$ cat config.mk
export PLATFORM = sky130hd
export DESIGN_NAME = owt_rx_top
export DESIGN_NICKNAME = d
export VERILOG_FILES = /design/src/owt_pkg.sv /design/src/owt_rx_top.sv /design/src/owt_frame_ctrl.sv /design/src/owt_err_monitor.sv /design/src/owt_crc8.sv /design/src/owt_manchester_dec.sv /design/src/owt_symbol_timer.sv
export SDC_FILE = /design/constraint.sdc
export NUM_CORES = 1
export LEC_CHECK = 0
export BUFFER_PORTS_ARGS = -buffer_cell sky130_fd_sc_hd__clkbuf_2
export CAP_MARGIN = 15
export CORE_UTILIZATION = 50
export CTS_CLUSTER_DIAMETER = 40
export CTS_CLUSTER_SIZE = 16
export DETAILED_ROUTE_END_ITERATION = 12
export PLACE_DENSITY_LB_ADDON = 0.1
export SYNTH_ARGS = -nofsm -noshare
export SYNTH_HDL_FRONTEND = slang
export SYNTH_SLANG_ARGS = --single-unit
$ cat constraint.sdc
create_clock -name i_clk -period 4.1 [get_ports i_clk]
set_clock_uncertainty 0.05 [all_clocks]
set_input_delay 0.41 -clock i_clk [delete_from_list [all_inputs] [get_ports i_clk]]
set_output_delay 0.41 -clock i_clk [all_outputs]
set_load 0.02 [all_outputs]
$ cat src/owt_pkg.sv
package owt_pkg;

    // ========================================
    // frame fields
    // ========================================

    // command msb is the write flag, low 7 bits the register address
    localparam int OWT_CMD_W  = 8;
    localparam int OWT_DATA_W = 16;
    localparam int OWT_CRC_W  = 8;

    // sync head shape and averaging window
    localparam int OWT_SYNC_PULSES = 6;
    localparam int OWT_AVG_PULSES  = 8;

    // counter widths
    localparam int OWT_SYM_CNT_W = 8;
    localparam int OWT_BIT_CNT_W = 5;

    // crc-8, init 0x00, msb first over cmd then data
    localparam logic [OWT_CRC_W-1:0] OWT_CRC_POLY = 8'h07;

    // interval classes
    typedef enum logic [1:0] {
        OWT_SYM_NONE,
        OWT_SYM_ONE,
        OWT_SYM_TWO,
        OWT_SYM_THREE
    } owt_sym_e;

    typedef enum logic [2:0] {
        OWT_IDLE,
        OWT_SYNC_HEAD,
        OWT_SYNC_TAIL,
        OWT_CMD,
        OWT_DATA,
        OWT_CRC,
        OWT_END_TAIL
    } owt_state_e;

    // ========================================
    // communication error score
    // ========================================
    localparam int OWT_ERR_SCORE_W = 4;
    localparam logic [OWT_ERR_SCORE_W-1:0] OWT_ERR_SCORE_MAX = 4'd15;

    // index 0 holds the smallest step
    localparam logic [3:0][OWT_ERR_SCORE_W-1:0] OWT_ERR_ADD_STEP = {4'd8, 4'd4, 4'd2, 4'd1};
    localparam logic [3:0][OWT_ERR_SCORE_W-1:0] OWT_ERR_SUB_STEP = {4'd8, 4'd4, 4'd2, 4'd1};

endpackage
$ cat src/owt_rx_top.sv
module owt_rx_top #(
    parameter int TMO_CYC = 4000
) (
    input  logic                           i_clk,
    input  logic                           i_rst_n,
    input  logic                           i_owt_rx,
    input  logic                           i_err_mode,
    input  logic [1:0]                     i_err_add_sel,
    input  logic [1:0]                     i_err_sub_sel,
    output logic                           o_frame_valid,
    input  logic                           i_frame_ready,
    output logic [owt_pkg::OWT_CMD_W-1:0]  o_frame_cmd,
    output logic [owt_pkg::OWT_DATA_W-1:0] o_frame_data,
    output logic                           o_frame_err,
    output logic                           o_frame_drop,
    output logic                           o_com_err
);
    import owt_pkg::*;

    logic                 measure_en;
    logic                 avg_en;
    logic                 rise;
    logic                 sym_vld;
    owt_sym_e             sym_class;
    logic                 sym_rise;
    logic                 decode_en;
    logic                 field_start;
    logic                 bit_vld;
    logic                 bit_val;
    logic                 violation;
    logic                 crc_bit_vld;
    logic                 crc_restart;
    logic [OWT_CRC_W-1:0] crc;
    logic                 done;
    logic                 done_err;

    owt_symbol_timer u_symbol_timer (
        .i_clk        (i_clk),
        .i_rst_n      (i_rst_n),
        .i_owt_rx     (i_owt_rx),
        .i_measure_en (measure_en),
        .i_avg_en     (avg_en),
        .o_rise       (rise),
        .o_sym_vld    (sym_vld),
        .o_sym_class  (sym_class),
        .o_sym_rise   (sym_rise)
    );

    owt_manchester_dec u_manchester_dec (
        .i_clk         (i_clk),
        .i_rst_n       (i_rst_n),
        .i_sym_vld     (sym_vld),
        .i_sym_class   (sym_class),
        .i_sym_rise    (sym_rise),
        .i_decode_en   (decode_en),
        .i_field_start (field_start),
        .o_bit_vld     (bit_vld),
        .o_bit         (bit_val),
        .o_violation   (violation)
    );

    owt_frame_ctrl #(
        .TMO_CYC (TMO_CYC)
    ) u_frame_ctrl (
        .i_clk          (i_clk),
        .i_rst_n        (i_rst_n),
        .i_rise         (rise),
        .i_sym_vld      (sym_vld),
        .i_sym_rise     (sym_rise),
        .i_bit_vld      (bit_vld),
        .i_bit          (bit_val),
        .i_violation    (violation),
        .i_crc          (crc),
        .o_measure_en   (measure_en),
        .o_avg_en       (avg_en),
        .o_decode_en    (decode_en),
        .o_field_start  (field_start),
        .o_crc_bit_vld  (crc_bit_vld),
        .o_crc_restart  (crc_restart),
        .o_done         (done),
        .o_done_err     (done_err),
        .o_frame_valid  (o_frame_valid),
        .i_frame_ready  (i_frame_ready),
        .o_frame_cmd    (o_frame_cmd),
        .o_frame_data   (o_frame_data),
        .o_frame_err    (o_frame_err),
        .o_frame_drop   (o_frame_drop)
    );

    owt_crc8 u_crc8 (
        .i_clk     (i_clk),
        .i_rst_n   (i_rst_n),
        .i_bit_vld (crc_bit_vld),
        .i_bit     (bit_val),
        .i_restart (crc_restart),
        .o_crc     (crc)
    );

    owt_err_monitor u_err_monitor (
        .i_clk         (i_clk),
        .i_rst_n       (i_rst_n),
        .i_done        (done),
        .i_done_err    (done_err),
        .i_err_mode    (i_err_mode),
        .i_err_add_sel (i_err_add_sel),
        .i_err_sub_sel (i_err_sub_sel),
        .o_com_err     (o_com_err)
    );

endmodule

$ cat src/owt_frame_ctrl.sv
module owt_frame_ctrl #(
    parameter int TMO_CYC = 4000
) (
    input  logic                           i_clk,
    input  logic                           i_rst_n,
    input  logic                           i_rise,
    input  logic                           i_sym_vld,
    input  logic                           i_sym_rise,
    input  logic                           i_bit_vld,
    input  logic                           i_bit,
    input  logic                           i_violation,
    input  logic [owt_pkg::OWT_CRC_W-1:0]  i_crc,
    output logic                           o_measure_en,
    output logic                           o_avg_en,
    output logic                           o_decode_en,
    output logic                           o_field_start,
    output logic                           o_crc_bit_vld,
    output logic                           o_crc_restart,
    output logic                           o_done,
    output logic                           o_done_err,
    output logic                           o_frame_valid,
    input  logic                           i_frame_ready,
    output logic [owt_pkg::OWT_CMD_W-1:0]  o_frame_cmd,
    output logic [owt_pkg::OWT_DATA_W-1:0] o_frame_data,
    output logic                           o_frame_err,
    output logic                           o_frame_drop
);
    import owt_pkg::*;

    localparam int TMO_W = $clog2(TMO_CYC + 1);

    owt_state_e               state;
    owt_state_e               state_nxt;
    logic [OWT_BIT_CNT_W-1:0] bit_cnt;
    logic [OWT_CMD_W-1:0]     cmd_sr;
    logic [OWT_DATA_W-1:0]    data_sr;
    logic [OWT_CRC_W-1:0]     crc_sr;
    logic [TMO_W-1:0]         tmo_cnt;
    logic                     timeout;
    logic                     sym_fall;
    logic                     field_last;
    logic                     frame_end;
    logic                     accept;

    // ========================================
    // frame sequencing
    // ========================================
    // line shape: one rise leaves idle, six more rises end the head
    // (the last one opens the tail: two high, two low), then
    // manchester cmd, data, crc and a closing falling edge

    assign sym_fall = i_sym_vld & ~i_sym_rise;

    always_comb begin
        case (state)
            OWT_CMD:  field_last = (bit_cnt == OWT_BIT_CNT_W'(OWT_CMD_W - 1));
            OWT_DATA: field_last = (bit_cnt == OWT_BIT_CNT_W'(OWT_DATA_W - 1));
            default:  field_last = (bit_cnt == OWT_BIT_CNT_W'(OWT_CRC_W - 1));
        endcase
    end

    always_comb begin
        state_nxt = state;
        frame_end = 1'b0;
        case (state)
            OWT_IDLE: begin
                if (i_rise) begin
                    state_nxt = OWT_SYNC_HEAD;
                end
            end
            OWT_SYNC_HEAD: begin
                if (i_rise && (bit_cnt == OWT_BIT_CNT_W'(OWT_SYNC_PULSES - 1))) begin
                    state_nxt = OWT_SYNC_TAIL;
                end
            end
            OWT_SYNC_TAIL: begin
                if (sym_fall) begin
                    state_nxt = OWT_CMD;
                end
            end
            OWT_CMD: begin
                if (i_bit_vld && field_last) begin
                    state_nxt = OWT_DATA;
                end
            end
            OWT_DATA: begin
                if (i_bit_vld && field_last) begin
                    state_nxt = OWT_CRC;
                end
            end
            OWT_CRC: begin
                if (i_bit_vld && field_last) begin
                    state_nxt = OWT_END_TAIL;
                end
            end
            OWT_END_TAIL: begin
                if (sym_fall) begin
                    state_nxt = OWT_IDLE;
                    frame_end = 1'b1;
                end
            end
            default: begin
                state_nxt = OWT_IDLE;
            end
        endcase
        // abort paths
        if (timeout || i_violation) begin
            state_nxt = OWT_IDLE;
        end
    end

    always_ff @(posedge i_clk or negedge i_rst_n) begin
        if (!i_rst_n) begin
            state   <= OWT_IDLE;
            bit_cnt <= '0;
        end else begin
            state <= state_nxt;
            if (state_nxt != state) begin
                bit_cnt <= '0;
            end else if (((state == OWT_SYNC_HEAD) && i_rise) || i_bit_vld) begin
                bit_cnt <= bit_cnt + 1'b1;
            end
        end
    end

    // field shift registers, msb first
    always_ff @(posedge i_clk) begin
        if (i_bit_vld) begin
            case (state)
                OWT_CMD:  cmd_sr  <= {cmd_sr[OWT_CMD_W-2:0], i_bit};
                OWT_DATA: data_sr <= {data_sr[OWT_DATA_W-2:0], i_bit};
                OWT_CRC:  crc_sr  <= {crc_sr[OWT_CRC_W-2:0], i_bit};
                default: begin
                end
            endcase
        end
    end

    // timeout from frame start
    always_ff @(posedge i_clk or negedge i_rst_n) begin
        if (!i_rst_n) begin
            tmo_cnt <= '0;
        end else if (state == OWT_IDLE) begin
            tmo_cnt <= '0;
        end else begin
            tmo_cnt <= tmo_cnt + 1'b1;
        end
    end

    assign timeout = (state != OWT_IDLE) && (tmo_cnt == TMO_W'(TMO_CYC - 1));

    assign o_measure_en  = (state != OWT_IDLE);
    assign o_avg_en      = (state == OWT_SYNC_HEAD);
    assign o_decode_en   = (state == OWT_CMD) || (state == OWT_DATA) || (state == OWT_CRC);
    assign o_field_start = (state == OWT_CMD) && (bit_cnt == '0);
    assign o_crc_bit_vld = i_bit_vld && ((state == OWT_CMD) || (state == OWT_DATA));
    assign o_crc_restart = o_field_start;

    assign o_done     = frame_end | timeout | i_violation;
    assign o_done_err = timeout | i_violation | (crc_sr != i_crc);

    // ========================================
    // one-entry result holding register
    // ========================================
    assign accept = o_done && (!o_frame_valid || i_frame_ready);

    always_ff @(posedge i_clk or negedge i_rst_n) begin
        if (!i_rst_n) begin
            o_frame_valid <= 1'b0;
            o_frame_drop  <= 1'b0;
        end else begin
            o_frame_drop <= o_done && o_frame_valid && !i_frame_ready;
            if (accept) begin
                o_frame_valid <= 1'b1;
            end else if (i_frame_ready) begin
                o_frame_valid <= 1'b0;
            end
        end
    end

    always_ff @(posedge i_clk) begin
        if (accept) begin
            o_frame_cmd  <= cmd_sr;
            o_frame_data <= data_sr;
            o_frame_err  <= o_done_err;
        end
    end

    a_valid_held: assert property (@(posedge i_clk) disable iff (!i_rst_n)
        $fell(o_frame_valid) |-> $past(i_frame_ready));

endmodule

$ cat src/owt_err_monitor.sv
module owt_err_monitor (
    input  logic       i_clk,
    input  logic       i_rst_n,
    input  logic       i_done,
    input  logic       i_done_err,
    input  logic       i_err_mode,
    input  logic [1:0] i_err_add_sel,
    input  logic [1:0] i_err_sub_sel,
    output logic       o_com_err
);
    import owt_pkg::*;

    logic [OWT_ERR_SCORE_W-1:0] score;
    logic [OWT_ERR_SCORE_W-1:0] add_step;
    logic [OWT_ERR_SCORE_W-1:0] sub_step;
    logic [OWT_ERR_SCORE_W:0]   score_sum;

    assign add_step  = OWT_ERR_ADD_STEP[i_err_add_sel];
    assign sub_step  = OWT_ERR_SUB_STEP[i_err_sub_sel];
    assign score_sum = score + add_step;

    // saturating score, starts at the ceiling
    always_ff @(posedge i_clk or negedge i_rst_n) begin
        if (!i_rst_n) begin
            score <= OWT_ERR_SCORE_MAX;
        end else if (i_done && i_done_err) begin
            if (score_sum > OWT_ERR_SCORE_MAX) begin
                score <= OWT_ERR_SCORE_MAX;
            end else begin
                score <= score_sum[OWT_ERR_SCORE_W-1:0];
            end
        end else if (i_done) begin
            score <= (sub_step >= score) ? '0 : (score - sub_step);
        end
    end

    // mode 1 flags a clean history, mode 0 a score at or above one add step
    always_ff @(posedge i_clk or negedge i_rst_n) begin
        if (!i_rst_n) begin
            o_com_err <= 1'b1;
        end else if (i_err_mode) begin
            o_com_err <= (score == '0);
        end else begin
            o_com_err <= (score >= add_step);
        end
    end

endmodule

$ cat src/owt_crc8.sv
module owt_crc8 (
    input  logic                          i_clk,
    input  logic                          i_rst_n,
    input  logic                          i_bit_vld,
    input  logic                          i_bit,
    input  logic                          i_restart,
    output logic [owt_pkg::OWT_CRC_W-1:0] o_crc
);
    import owt_pkg::*;

    logic [OWT_CRC_W-1:0] crc_base;
    logic                 feedback;

    // restart absorbs the first bit into a cleared remainder
    assign crc_base = i_restart ? '0 : o_crc;
    assign feedback = crc_base[OWT_CRC_W-1] ^ i_bit;

    always_ff @(posedge i_clk or negedge i_rst_n) begin
        if (!i_rst_n) begin
            o_crc <= '0;
        end else if (i_bit_vld) begin
            o_crc <= {crc_base[OWT_CRC_W-2:0], 1'b0} ^ (feedback ? OWT_CRC_POLY : '0);
        end
    end

endmodule

$ cat src/owt_manchester_dec.sv
module owt_manchester_dec (
    input  logic              i_clk,
    input  logic              i_rst_n,
    input  logic              i_sym_vld,
    input  owt_pkg::owt_sym_e i_sym_class,
    input  logic              i_sym_rise,
    input  logic              i_decode_en,
    input  logic              i_field_start,
    output logic              o_bit_vld,
    output logic              o_bit,
    output logic              o_violation
);
    import owt_pkg::*;

    logic mid_cell;
    logic mid_cell_nxt;

    // falling edge at mid-cell is a one
    assign o_bit = ~i_sym_rise;

    always_comb begin
        mid_cell_nxt = mid_cell;
        o_bit_vld    = 1'b0;
        o_violation  = 1'b0;
        if (i_sym_vld && i_decode_en) begin
            case (i_sym_class)
                OWT_SYM_ONE: begin
                    mid_cell_nxt = ~mid_cell;
                    o_bit_vld    = ~mid_cell;
                end
                OWT_SYM_TWO: begin
                    // after the tail a rising two lands on the first boundary
                    if (mid_cell) begin
                        o_bit_vld = 1'b1;
                    end else if (!(i_field_start && i_sym_rise)) begin
                        o_violation = 1'b1;
                    end
                end
                OWT_SYM_THREE: begin
                    // only a leading zero may follow the two low tail symbols
                    if (i_field_start && i_sym_rise && !mid_cell) begin
                        mid_cell_nxt = 1'b1;
                        o_bit_vld    = 1'b1;
                    end else begin
                        o_violation = 1'b1;
                    end
                end
                default: begin
                    o_violation = 1'b1;
                end
            endcase
        end
    end

    always_ff @(posedge i_clk or negedge i_rst_n) begin
        if (!i_rst_n) begin
            mid_cell <= 1'b0;
        end else if (!i_decode_en) begin
            mid_cell <= 1'b0;
        end else begin
            mid_cell <= mid_cell_nxt;
        end
    end

    a_bit_or_violation: assert property (@(posedge i_clk) disable iff (!i_rst_n)
        !(o_bit_vld && o_violation));

endmodule

$ cat src/owt_symbol_timer.sv
module owt_symbol_timer (
    input  logic              i_clk,
    input  logic              i_rst_n,
    input  logic              i_owt_rx,
    input  logic              i_measure_en,
    input  logic              i_avg_en,
    output logic              o_rise,
    output logic              o_sym_vld,
    output owt_pkg::owt_sym_e o_sym_class,
    output logic              o_sym_rise
);
    import owt_pkg::*;

    logic                     rx_meta;
    logic                     rx_sync;
    logic                     rx_dly;
    logic                     rx_edge;
    logic                     measuring;
    logic                     closes;
    logic [OWT_SYM_CNT_W-1:0] sym_cnt;
    logic [OWT_SYM_CNT_W-1:0] sym_avg;
    logic [OWT_SYM_CNT_W:0]   avg_sum;
    logic [3:0]               avg_num;
    logic [OWT_SYM_CNT_W+1:0] one_up_th;
    logic [OWT_SYM_CNT_W+1:0] two_up_th;
    owt_sym_e                 sym_class;

    // two synchronizing flops and a third stage for edge detect
    always_ff @(posedge i_clk or negedge i_rst_n) begin
        if (!i_rst_n) begin
            rx_meta <= 1'b0;
            rx_sync <= 1'b0;
            rx_dly  <= 1'b0;
        end else begin
            rx_meta <= i_owt_rx;
            rx_sync <= rx_meta;
            rx_dly  <= rx_sync;
        end
    end

    assign o_rise  = rx_sync & ~rx_dly;
    assign rx_edge = rx_sync ^ rx_dly;
    assign closes  = measuring & rx_edge;

    // cycles since the previous edge from the first rise on
    always_ff @(posedge i_clk or negedge i_rst_n) begin
        if (!i_rst_n) begin
            measuring <= 1'b0;
            sym_cnt   <= '0;
        end else if (!i_measure_en) begin
            measuring <= 1'b0;
            sym_cnt   <= '0;
        end else if (closes || o_rise) begin
            measuring <= 1'b1;
            sym_cnt   <= OWT_SYM_CNT_W'(1);
        end else if (measuring && (sym_cnt != '1)) begin
            sym_cnt <= sym_cnt + 1'b1;
        end
    end

    // first interval loads and later ones halve into the average
    assign avg_sum = sym_cnt + sym_avg;

    always_ff @(posedge i_clk or negedge i_rst_n) begin
        if (!i_rst_n) begin
            sym_avg <= '0;
            avg_num <= '0;
        end else if (!i_measure_en) begin
            avg_num <= '0;
        end else if (i_avg_en && closes && (avg_num < OWT_AVG_PULSES)) begin
            sym_avg <= (avg_num == '0) ? sym_cnt : avg_sum[OWT_SYM_CNT_W:1];
            avg_num <= avg_num + 1'b1;
        end
    end

    // thresholds at 1.5 and 2.5 symbols
    assign one_up_th = sym_avg + (sym_avg >> 1);
    assign two_up_th = {sym_avg, 1'b0} + (sym_avg >> 1);

    always_comb begin
        if (sym_cnt <= one_up_th) begin
            sym_class = OWT_SYM_ONE;
        end else if (sym_cnt <= two_up_th) begin
            sym_class = OWT_SYM_TWO;
        end else begin
            sym_class = OWT_SYM_THREE;
        end
    end

    always_ff @(posedge i_clk or negedge i_rst_n) begin
        if (!i_rst_n) begin
            o_sym_vld   <= 1'b0;
            o_sym_class <= OWT_SYM_NONE;
            o_sym_rise  <= 1'b0;
        end else begin
            o_sym_vld   <= closes;
            o_sym_class <= closes ? sym_class : OWT_SYM_NONE;
            o_sym_rise  <= o_rise;
        end
    end

    // a measured interval never runs into the counter ceiling
    a_cnt_no_wrap: assert property (@(posedge i_clk) disable iff (!i_rst_n)
        closes |-> (sym_cnt != '1));

endmodule

==> implementation parameters <==
Parameter                              Value

Status
  Result of the run ... finished, final reports clean

Synth
  Number of enable-type register cells in the synthesized netlist ... 57
  Ys flop type ... sky130_fd_sc_hd__dfrtp_1
  Cell types occupying the most area after synthesis ... sky130_fd_sc_hd__edfxtp_1 26%, sky130_fd_sc_hd__dfrtp_1 22%, sky130_fd_sc_hd__ha_1 11%
  Warnings, synthesis ... 0
  Commonest cells post-synth ... 59 x sky130_fd_sc_hd__dfrtp_1, 59 x sky130_fd_sc_hd__ha_1, 57 x sky130_fd_sc_hd__edfxtp_1
  Top-area cell type share of the netlist area ... around 26%
  Post-Synthesis Cell Area ... between 6000 and 7000 sq um
  Number of register bits inferred by synthesis ... approximately 120
  Number of distinct library cells after synthesis ... between 60 and 70
  Synthesized area per cell ... 10.9 sq um
  FFs w/ async S/R, synth ... between 50% and 60%
  Instance count of the mapped netlist ... ~610
  Synth Net Count ... 684
  Part of the Yosys area used for sequential elements ... ~50%
  Cell type with the largest total area after synthesis ... sky130_fd_sc_hd__edfxtp_1

Routing
  Post-route DRC ... 0
  Total wire length after detailed routing ... about 13000 um
  Detail Route Antenna Nets ... 0
  Vias per inst ... 5.37
  Routed vias ... 4535
  Wirelength per Cell ... between 10 and 15 um
  Detailed router's first-iteration violation count ... roughly 210
  Drt pass-1 iters ... 4

Global route
  First-pass GRT wire length ... around 22000 um
  Final global-route overflow total ... 0
  Pin count of the biggest net entering global routing ... 36
  Overall global routing resource usage ... 20.0%
  Vias in the first global route ... roughly 4500
  Number of antenna violations at the first check in global routing ... 0

Timing
  Final number of setup-violating endpoints ... 0
  Setup repair after global routing missed its margin ... false
  Total Neg Setup Slack ... 0 ns
  Count of endpoints failing hold in the final timing report ... 0
  Final period utilization ... roughly four fifths
  Worst setup margin ... 0.869 ns
  Max Clk Rate ... 309 MHz
  Transition time of the tightest slew-check pin ... around 1.0 ns
  Worst hold margin ... approximately 0.062 ns
  Clock period minus final worst setup slack ... about 3.2 ns
  Max-slew headroom at the worst pin ... 30.5%
  Count of pins over their slew limit ... 0

Finish
  Fraction of final layout cells with drive strength greater than 1 ... between 10 and 15%
  Layout Area Growth over Synthesis ... 14.7%
  Number of antenna cells inserted ... 0
  Post-layout net count ... 732
  Regs by FF count ... u_frame_ctrl.data_sr (16), u_frame_ctrl.o_frame_data (16), u_frame_ctrl.tmo_cnt (12)

Clocking
  Clock Pin Slew Worst Setup and Hold Paths ... ~0.060 ns
  Cts-stage hold buffer count ... 0
  H-tree levels ... 4
  Number of buffers inserted during clock tree synthesis ... 17
  Buffer type at the clock tree root ... sky130_fd_sc_hd__clkbuf_16
  Worst-Skew Late Latency ... around 0.42 ns
  Cts repair resizes ... 0
  Post-CTS setup-driven buffer insertion count ... 0
  TritonCTS clock tree ... built
  Clock Path Buffers ... 2
  Clock net sink count ... 121

Power
  Portion of total power attributed to the clock network ... slightly above 30%
  VDD IR-drop max ... approximately 0.00047 V
  Pleak ... between 0.003 and 0.004 uW
  Internal power summed over all cells ... approximately 3100 uW
  Switching Power ... 1720 uW
  Share of power burned in registers ... 34.3%
  Part of the power in combinational logic ... between 30% and 40%
  Share of total power consumed by net switching ... ~36%
  Pwr Density ... 625 nW/um^2

Worst setup path
  Worst setup path class ... reg -> reg
  Critical path startpoint category ... flip-flop
  Crit path arrival time ... around 3.5 ns
  Largest fanout on the critical path ... 14
  Max stage delay on crit path ... around 0.5 ns
  CP Capture Type ... flip-flop
  Worst Path Required ... 4.35 ns
  Sequence of cells on the critical path ... inv_1, ha_1, or4b_1, or2_1, a311o_4, nor2_1, buf_4, or2_1, mux2_2
  Slowest stage cell on the critical path ... sky130_fd_sc_hd__a311o_4
  Critical path buffer and inverter count ... 2
  Cell type with the highest occurrence count on the critical path ... sky130_fd_sc_hd__or2_1
  Family with the most delay on the worst path ... simple AND/OR/NAND/NOR gates

Flow run
  Max-capacitance violation count ... 0

Placement
  Final RePlAce weighted congestion ... between 0.7 and 0.8
  HPWL Detailed ... ~9000 um
  Worst-case setup slack after placement ... around 0.87 ns
  PortBufs ... 36

Die
  Die area ... approximately 14000 sq um
  Die height ... between 100 and 150 um
  Placeable core region ... roughly 13000 sq um
  Floorplan die width ... 118 um
  Effective utilization at floorplan ... about 52%
  I/O Pins ... 37
  Number of standard-cell rows in the floorplan ... 41

Hold path
  Class of the most critical hold timing path ... in -> reg
-- final timing paths --
path / start / end / slack [ns] / cells past startpoint
setup / recovery: u_frame_ctrl.bit_cnt[0] / u_crc8.o_crc[1] / 0.87 / 9
min in group asynchronous: i_rst_n / u_crc8.o_crc[6] / 0.12 / 1
setup reg to reg: u_frame_ctrl.bit_cnt[0] / u_crc8.o_crc[1] / 0.87 / 9
hold reg to reg: u_symbol_timer.rx_meta / u_symbol_timer.rx_sync / 0.32 / 0
max in group asynchronous: i_rst_n / u_symbol_timer.o_sym_rise / 2.91 / 2
hold / removal: i_owt_rx / u_symbol_timer.rx_meta / 0.06 / 1
-- layout by cell type (no fill, tap or decap), types with 7 or more instances in the layout --
| cell | instances |
|---|---|
| sky130_fd_sc_hd__nand3_1 | 14 |
| sky130_fd_sc_hd__o21ai_0 | 31 |
| sky130_fd_sc_hd__edfxtp_1 | 57 |
| sky130_fd_sc_hd__nor2b_1 | 10 |
| sky130_fd_sc_hd__inv_1 | 36 |
| sky130_fd_sc_hd__clkbuf_2 | 36 |
| sky130_fd_sc_hd__nor3_1 | 19 |
| sky130_fd_sc_hd__nor2_1 | 46 |
| sky130_fd_sc_hd__a21oi_1 | 42 |
| sky130_fd_sc_hd__nand2b_1 | 16 |
| sky130_fd_sc_hd__xor2_1 | 21 |
| sky130_fd_sc_hd__xnor2_1 | 27 |
| sky130_fd_sc_hd__ha_1 | 59 |
| sky130_fd_sc_hd__clkbuf_16 | 17 |
| sky130_fd_sc_hd__nand2_1 | 43 |
| sky130_fd_sc_hd__buf_4 | 8 |
| sky130_fd_sc_hd__or3_1 | 7 |
| sky130_fd_sc_hd__dfrtp_1 | 59 |
| sky130_fd_sc_hd__a21o_1 | 9 |
| sky130_fd_sc_hd__nand4_1 | 14 |
-- kinds of logic (layout without fill, tap and decap cells) --
group	Yosys count	in the layout	share of synthesized area, %
mux	8	8	1.27
xor+xnor	48	48	6.30
flops	121	121	49.7
fa+ha+maj	64	64	12.6
buf+inv	52	113	3.13
simple gates	194	194	14.8
compound gates	124	124	12.3
-- per-stage QoR --
| step | util [%] | total power [uW] | instances | cell area [sq um] |
|---|---|---|---|---|
| CTS | 59.7 | 4840 | 844 | 7660 |
| floorplan | - | 2910 | 611 | 6680 |
| global route | 59.7 | 5160 | 844 | 7660 |
| finish | 59.7 | 4790 | 844 | 7660 |
| global placement | 55.1 | 3260 | 812 | 7070 |
| detailed placement | 55.1 | 3320 | 812 | 7070 |
-- layer usage --
layer	up-vias	part of all wire, %	global-route usage (%)
li1	2293	-	-
met1	2163	46	25.7
met2	59	49	32.6
met3	20	2.7	4.22
met4	0	1.9	8.89
met5	-	0	0
-- power groups by stage --
stage | Combinational (uW) | Clock, uW | Sequential [uW]
floorplan | 1330 | 0 | 1590
global placement | 1600 | 0 | 1660
detailed placement | 1660 | 0 | 1670
CTS | 1670 | 1520 | 1650
global route | 1910 | 1580 | 1670
finish | 1660 | 1490 | 1640
-- cell type report --
| class | count | area [sq um] |
|---|---|---|
| fill | 1086 | 5170 |
| timing repair buffer | 44 | 240 |
| sequential | 121 | 3320 |
| tap | 172 | 215 |
| clock buffer | 17 | 425 |
| multi-input combinational | 438 | 3150 |
| inverter | 37 | 139 |
| clock inverter | 15 | 168 |
Power figures use the tool's default switching activity.
